[src/hdl/can_consts.svh]
`ifndef CAN_CONSTS_SVH
`define CAN_CONSTS_SVH

// Controller register addresses on the 5-bit write bus
`define REG_TRA_ID1   5'h0C  // Transmit identifier
`define REG_TRA_D12   5'h0A  // Transmit data bytes 1 and 2
`define REG_TRA_D34   5'h09  // Transmit data bytes 3 and 4
`define REG_TRA_D56   5'h08  // Transmit data bytes 5 and 6, swapped
`define REG_TRA_D78   5'h07  // Transmit data bytes 7 and 8, swapped
`define REG_TRA_CTRL  5'h0D  // Transmission control
`define REG_GEN       5'h0E  // General configuration
`define REG_IRQ       5'h12  // Interrupt reset

// Fixed register contents
`define TRA_CONTROL_VAL 16'h8008  // Start transmission
`define RST_IRQ_VAL     16'h8070  // Clear pending interrupts
`define GEN_DATA_VAL    16'h009C  // General setup word

// Requesters sharing the register write bus
`define REG_NUM_REQ 2

`endif
[src/hdl/can_reg_pkg.sv]
package can_reg_pkg;

  // Identifier register layout
  typedef struct packed {
    logic [10:0] id;    // Identifier in the upper bits
    logic [4:0]  zero;  // Unused low bits
  } id_view_t;

  // Data-pair register layout
  typedef struct packed {
    logic [7:0] hi;
    logic [7:0] lo;
  } pair_view_t;

  // One 16-bit controller register word
  typedef union packed {
    id_view_t   id_v;
    pair_view_t pair_v;
    logic [15:0] raw;  // What the bus carries
  } reg_word_u;

  // Single register write request
  typedef struct packed {
    logic [4:0] addr;
    reg_word_u  data;
  } reg_req_t;

endpackage

[src/hdl/can_msg_pkg.sv]
package can_msg_pkg;

  // One transmit message as the host hands it over
  typedef struct packed {
    logic [10:0]     id;      // Standard 11-bit identifier
    logic [7:0][7:0] data_b;  // Payload bytes, data_b[0] is the first byte
  } can_msg_t;

endpackage

[src/hdl/can_bridge_top.sv]
`timescale 1ns/1ps
`include "can_consts.svh"

module can_bridge_top
  import can_msg_pkg::*;
  import can_reg_pkg::*;
(
  input  logic        clock,
  input  logic        rst_n,
  input  logic        msg_valid,
  input  can_msg_t    msg,
  output logic        reg_wr,
  output logic [4:0]  reg_addr,
  output logic [15:0] reg_wdata,
  output logic        init_done,
  output logic        tx_busy,
  output logic        tx_done
);

  logic [`REG_NUM_REQ-1:0] req;
  logic [`REG_NUM_REQ-1:0] gnt;
  reg_req_t                req_data [`REG_NUM_REQ];

  // Requester 0, highest priority
  can_init_seq u_init_seq (
    .clock     (clock),
    .rst_n     (rst_n),
    .gnt       (gnt[0]),
    .req       (req[0]),
    .req_data  (req_data[0]),
    .init_done (init_done)
  );

  // Requester 1
  can_tx_seq u_tx_seq (
    .clock     (clock),
    .rst_n     (rst_n),
    .msg_valid (msg_valid),
    .msg       (msg),
    .gnt       (gnt[1]),
    .req       (req[1]),
    .req_data  (req_data[1]),
    .tx_busy   (tx_busy),
    .tx_done   (tx_done)
  );

  can_reg_arbiter u_arbiter (
    .clock     (clock),
    .rst_n     (rst_n),
    .req       (req),
    .req_data  (req_data),
    .gnt       (gnt),
    .reg_wr    (reg_wr),
    .reg_addr  (reg_addr),
    .reg_wdata (reg_wdata)
  );

endmodule

[src/hdl/can_reg_arbiter.sv]
`timescale 1ns/1ps
`include "can_consts.svh"

module can_reg_arbiter
  import can_reg_pkg::*;
(
  input  logic                    clock,
  input  logic                    rst_n,
  input  logic [`REG_NUM_REQ-1:0] req,
  input  reg_req_t                req_data [`REG_NUM_REQ],
  output logic [`REG_NUM_REQ-1:0] gnt,
  output logic                    reg_wr,
  output logic [4:0]              reg_addr,
  output logic [15:0]             reg_wdata
);

  reg_req_t sel;    // Winning request this cycle
  reg_req_t bus_q;  // Word on the controller bus
  logic     wr_q;

  // Lowest index wins, so the loop runs downward and the last hit sticks
  always_comb begin
    gnt = '0;
    sel = '0;
    for (int i = `REG_NUM_REQ - 1; i >= 0; i--) begin
      if (req[i]) begin
        gnt    = '0;
        gnt[i] = 1'b1;
        sel    = req_data[i];
      end
    end
  end

  always_ff @(posedge clock) begin
    if (!rst_n) begin
      wr_q <= 1'b0;
    end else begin
      wr_q <= |req;  // Any request is granted this cycle
    end
  end

  always_ff @(posedge clock) begin
    if (|req) bus_q <= sel;
  end

  assign reg_wr    = wr_q;
  assign reg_addr  = bus_q.addr;
  assign reg_wdata = bus_q.data.raw;

endmodule

[src/hdl/can_init_seq.sv]
`timescale 1ns/1ps
`include "can_consts.svh"

module can_init_seq
  import can_reg_pkg::*;
(
  input  logic     clock,
  input  logic     rst_n,
  input  logic     gnt,
  output logic     req,
  output reg_req_t req_data,
  output logic     init_done
);

  logic armed_q;  // Set one cycle after reset release
  logic step_q;   // 0 for GEN, 1 for IRQ
  logic done_q;

  assign req = armed_q & ~done_q;

  always_comb begin
    if (step_q) begin
      req_data.addr     = `REG_IRQ;
      req_data.data.raw = `RST_IRQ_VAL;
    end else begin
      req_data.addr     = `REG_GEN;
      req_data.data.raw = `GEN_DATA_VAL;
    end
  end

  assign init_done = done_q;

  always_ff @(posedge clock) begin
    if (!rst_n) begin
      armed_q <= 1'b0;
      step_q  <= 1'b0;
      done_q  <= 1'b0;
    end else begin
      armed_q <= 1'b1;
      if (req && gnt) begin
        if (step_q) begin
          done_q <= 1'b1;  // Held until the next reset
        end else begin
          step_q <= 1'b1;
        end
      end
    end
  end

endmodule

[src/hdl/can_tx_seq.sv]
`timescale 1ns/1ps
`include "can_consts.svh"

module can_tx_seq
  import can_msg_pkg::*;
  import can_reg_pkg::*;
(
  input  logic     clock,
  input  logic     rst_n,
  input  logic     msg_valid,  // One-cycle strobe from host
  input  can_msg_t msg,
  input  logic     gnt,
  output logic     req,
  output reg_req_t req_data,
  output logic     tx_busy,
  output logic     tx_done
);

  localparam logic [2:0] LAST_STEP = 3'd5;  // CTRL is the sixth word

  logic       busy_q;
  logic       done_q;
  logic [2:0] step_q;     // Index into the fixed address order
  can_msg_t   msg_q;      // Latched message
  logic [4:0] cur_addr;
  reg_word_u  cur_word;

  // Fixed transmit order, CTRL last
  always_comb begin
    case (step_q)
      3'd0:    cur_addr = `REG_TRA_ID1;
      3'd1:    cur_addr = `REG_TRA_D12;
      3'd2:    cur_addr = `REG_TRA_D34;
      3'd3:    cur_addr = `REG_TRA_D56;
      3'd4:    cur_addr = `REG_TRA_D78;
      default: cur_addr = `REG_TRA_CTRL;
    endcase
  end

  can_word_fmt u_fmt (
    .addr (cur_addr),
    .msg  (msg_q),
    .word (cur_word)
  );

  assign req           = busy_q;
  assign req_data.addr = cur_addr;
  assign req_data.data = cur_word;
  assign tx_busy       = busy_q;
  assign tx_done       = done_q;

  always_ff @(posedge clock) begin
    if (!rst_n) begin
      busy_q <= 1'b0;
      done_q <= 1'b0;
      step_q <= '0;
    end else begin
      done_q <= 1'b0;
      if (!busy_q) begin
        step_q <= '0;
        if (msg_valid) busy_q <= 1'b1;  // Strobe only looked at while idle
      end else if (gnt) begin
        if (step_q == LAST_STEP) begin
          busy_q <= 1'b0;
          done_q <= 1'b1;  // Lines up with the CTRL write on the bus
          step_q <= '0;
        end else begin
          step_q <= step_q + 3'd1;
        end
      end
    end
  end

  always_ff @(posedge clock) begin
    if (!busy_q && msg_valid) msg_q <= msg;
  end

endmodule

[src/hdl/can_word_fmt.sv]
`timescale 1ns/1ps
`include "can_consts.svh"

module can_word_fmt
  import can_msg_pkg::*;
  import can_reg_pkg::*;
(
  input  logic [4:0] addr,  // Register being written
  input  can_msg_t   msg,
  output reg_word_u  word
);

  always_comb begin
    word = '0;
    case (addr)
      `REG_TRA_ID1: begin
        word.id_v.id   = msg.id;
        word.id_v.zero = '0;
      end
      `REG_TRA_D12: begin
        word.pair_v.hi = msg.data_b[0];
        word.pair_v.lo = msg.data_b[1];
      end
      `REG_TRA_D34: begin
        word.pair_v.hi = msg.data_b[2];
        word.pair_v.lo = msg.data_b[3];
      end
      // The controller expects the last two pairs byte-swapped
      `REG_TRA_D56: begin
        word.pair_v.hi = msg.data_b[5];
        word.pair_v.lo = msg.data_b[4];
      end
      `REG_TRA_D78: begin
        word.pair_v.hi = msg.data_b[7];
        word.pair_v.lo = msg.data_b[6];
      end
      `REG_TRA_CTRL: begin
        word.raw = `TRA_CONTROL_VAL;  // Kicks off transmission
      end
      default: begin
        word.raw = '0;
      end
    endcase
  end

endmodule

[config.mk]
export PLATFORM = sky130hd
export DESIGN_NAME = can_bridge_top
export DESIGN_NICKNAME = d
export VERILOG_FILES = /design/src/hdl/can_reg_pkg.sv /design/src/hdl/can_msg_pkg.sv /design/src/hdl/can_bridge_top.sv /design/src/hdl/can_reg_arbiter.sv /design/src/hdl/can_init_seq.sv /design/src/hdl/can_tx_seq.sv /design/src/hdl/can_word_fmt.sv
export VERILOG_INCLUDE_DIRS = /design/src /design/src/hdl
export SDC_FILE = /design/constraint.sdc
export NUM_CORES = 1
export LEC_CHECK = 0
export ABC_AREA = 0
export ABC_CLOCK_PERIOD_IN_PS = 10300
export BUFFER_PORTS_ARGS = -buffer_cell sky130_fd_sc_hd__buf_4
export CORE_MARGIN = 4
export CORE_UTILIZATION = 35
export DETAILED_ROUTE_END_ITERATION = 8
export SLEW_MARGIN = 20
export SYNTH_ARGS = -nofsm -noshare
export SYNTH_HDL_FRONTEND = slang
export SYNTH_SLANG_ARGS = --single-unit
[constraint.sdc]
create_clock -name clock -period 10.3 [get_ports clock]
set_input_delay 1.545 -clock clock [delete_from_list [all_inputs] [get_ports clock]]
set_output_delay 1.545 -clock clock [all_outputs]
set_load 0.1 [all_outputs]
==> metrics.cfg <==
[synthesis]
ys_ff_latch=105
synth_top_cell_by_area=edfxtp_1
synth_warnings=0
yosysMostFrequentCell=edfxtp_1
postSynthCellCount=259
synthArstFlopShare=0
avgSynthCellArea_um2=15.71
ys_types=34
synth_common_cells=edfxtp_1 (96), a21oi_1 (18), nand2_1 (15), mux2_2 (14), o21ai_0 (13)
syn-num-nets=337
synth_ff_type=edfxtp_1
netlist.area_leader.share=0.7085
ys_seq_area_frac=0.7528
synth_area_um2=4069
synth_edf_count=96
ys_top_cells_by_area=edfxtp_1 (71%), dfxtp_1 (4.4%), mux2_2 (3.9%)

[critical_path]
cp_max_fo=8
critical_path.cell_chain=buf_4
critPathCaptureType=primary output
r2r_cells=3
critical-path-top-delay-family=flip-flops
critical-path-slowest-cell=dfxtp_1
ff2ff_setup_slack_ns=7.94
critPathLaunchType=flop
crit_path_max_incr_delay_ns=0.48
crit_type=flop to primary output
worstPathArrival_ns=1.17
required_ns=8.76
crit_cells=1
cp_num_buf_inv=1

[clock_network]
clk_latency_ns=0.34
cts_setup_buffers=0
cts_root_buf=clkbuf_16
cts_buffer_depth=2
ctsHtreeMaxLevel=3
cts.sinks=105
cts_buffers=9
cts_tree=built
holdBufCountCts=0
cts.clk_slew.worst_paths_ns=0.07
cts_resized=0

[routing]
drc=0
drtAntennaViolNets=0
vias=2440
wl_per_cell_um=16.88
vias_per_cell=4.813
drt-total-wl_um=8560
drt_iter0_markers=127
dr.pass1.iters=4

[place]
dp_slack_ns=7.365
portBuffers=102
dpl_cell_area_um2=4935
dp_hpwl_um=5646
gp_congestion=0.7201

[outcome]
status=finished, final reports clean

[grt]
grt_max_degree=76
antenna_found_initial=0
grt_usage=0.1306
gr-total-overflow=0
grt_pass1_wl_um=12890
first_global_vias=2471

[final_layout]
final_area_um2=5238
antennaDiodeCount=0
area_delta_synth_final_pct=28.72
nets=437
drive_above_1_share=0.3736
fin_util=0.4587

[die]
row_count=39
start_util=0.3563
pin_count=103
die-height_um=115.8
core_area_um2=11420
die_area_um2=13410
die_w_um=115.8

[timing]
setup_viol=0
relSlewSlack=0.3175
max_freq_mhz=368.2
hold_violations=0
layout_min_cycle_time_ns=2.716
finalMaxSlewViolations=0
fin_crit_sh=0.2637
skew_ns=0.007203
fin_ws_ns=7.584
final.setup.tns_ns=0
rsz0062_at_grt=false
holdWs_ns=0.5392
worst_pin_slew_ns=1.022

[flow_run]
cap_violations=0

[worst_hold_path]
min_path_type=flop to flop
min_path_cells=2

[pwr]
ir_worst_vdd_uv=122.4
leakage_nw=1.974
pwr_density_cell_nw_per_um2=189.0

==> registers in the layout, summed over array words and instances, names as in the netlist <==
signal,cells
u_tx_seq.msg_q,75
u_init_seq.init_done,1
u_init_seq.step_q,1
u_init_seq.armed_q,1
u_arbiter.reg_addr,5
u_arbiter.reg_wr,1
u_tx_seq.step_q,3
u_tx_seq.tx_done,1
u_tx_seq.req,1
u_arbiter.reg_wdata,16
==> power breakdown <==
| part | internal [W] | switching, W |
|---|---|---|
| Sequential | 0.000498 | 0.0000107 |
| Combinational | 0.0000412 | 0.0000987 |
| Clock | 0.000201 | 0.000141 |
==> worst paths after layout <==
| path | from | end |
|---|---|---|
| max | u_tx_seq.req | tx_busy |
| min | u_init_seq.init_done | u_init_seq.init_done |
| max reg2reg | u_tx_seq.step_q[0] | u_arbiter.reg_wdata[2] |
| min reg2reg | u_init_seq.init_done | u_init_seq.init_done |
==> cell type report <==
cell class	count	area (um2)
Clock buffer	13	260.3
Clock inverter	3	40.04
Fill cell	1047	6181
Multi-Input combinational cell	139	913.4
Sequential cell	105	3064
Tap cell	143	178.9
Timing Repair Buffer	104	780.7
==> cells by family (layout without fill, tap and decap cells) <==
| logic type | Yosys count | after routing | synth area share |
|---|---|---|---|
| flip-flops | 105 | 105 | 0.7528 |
| AO/OA/AOI/OAI | 58 | 58 | 0.08887 |
| buffers and inverters | 15 | 120 | 0.02521 |
| multiplexers | 21 | 21 | 0.05597 |
| AND/OR/NAND/NOR | 60 | 60 | 0.07719 |
==> per-stage QoR <==
stage | std cells | total power (W)
after global routing | 507 | 0.001030
after floorplan | 259 | 0.0006115
after detailed placement | 491 | 0.0006593
after CTS | 507 | 0.001003
after global placement | 491 | 0.0006572
final | 507 | 0.0009900
==> cell usage in the layout (no fill, tap or decap), types with 2 or more instances in the layout <==
cell       Yosys  layout
buf_4          2     104
edfxtp_1      96      96
a21oi_1       18      18
nand2_1       15      15
mux2_2        14      14
o21ai_0       13      13
nor2b_1       11      10
clkbuf_16      0       9
nand2b_1       9       8
nor2_1         8       8
dfxtp_1        9       8
mux2i_1        7       7
and2_1         5       5
o22ai_1        5       5
a22oi_1        4       4
nand3_1        4       4
a21o_1         3       3
a31oi_1        3       3
and3_1         2       2
o2111ai_1      2       2
nor3_1         2       2
a2bb2oi_1      2       2
o21a_1         2       2
o22a_1         2       2
clkbuf_8       0       2
clkbuf_1       2       2
clkinv_2       0       2
==> layer usage <==
metal | global-route usage | up-vias | wire [um]
met3 | 0.03760 | 8 | 508
met4 | 0.04640 | 0 | 134
li1 | - | 1182 | -
met1 | 0.1610 | 1171 | 3588
met2 | 0.2198 | 79 | 4329
met5 | 0 | - | 0
No activity file was read; power rests on OpenSTA's default activity.
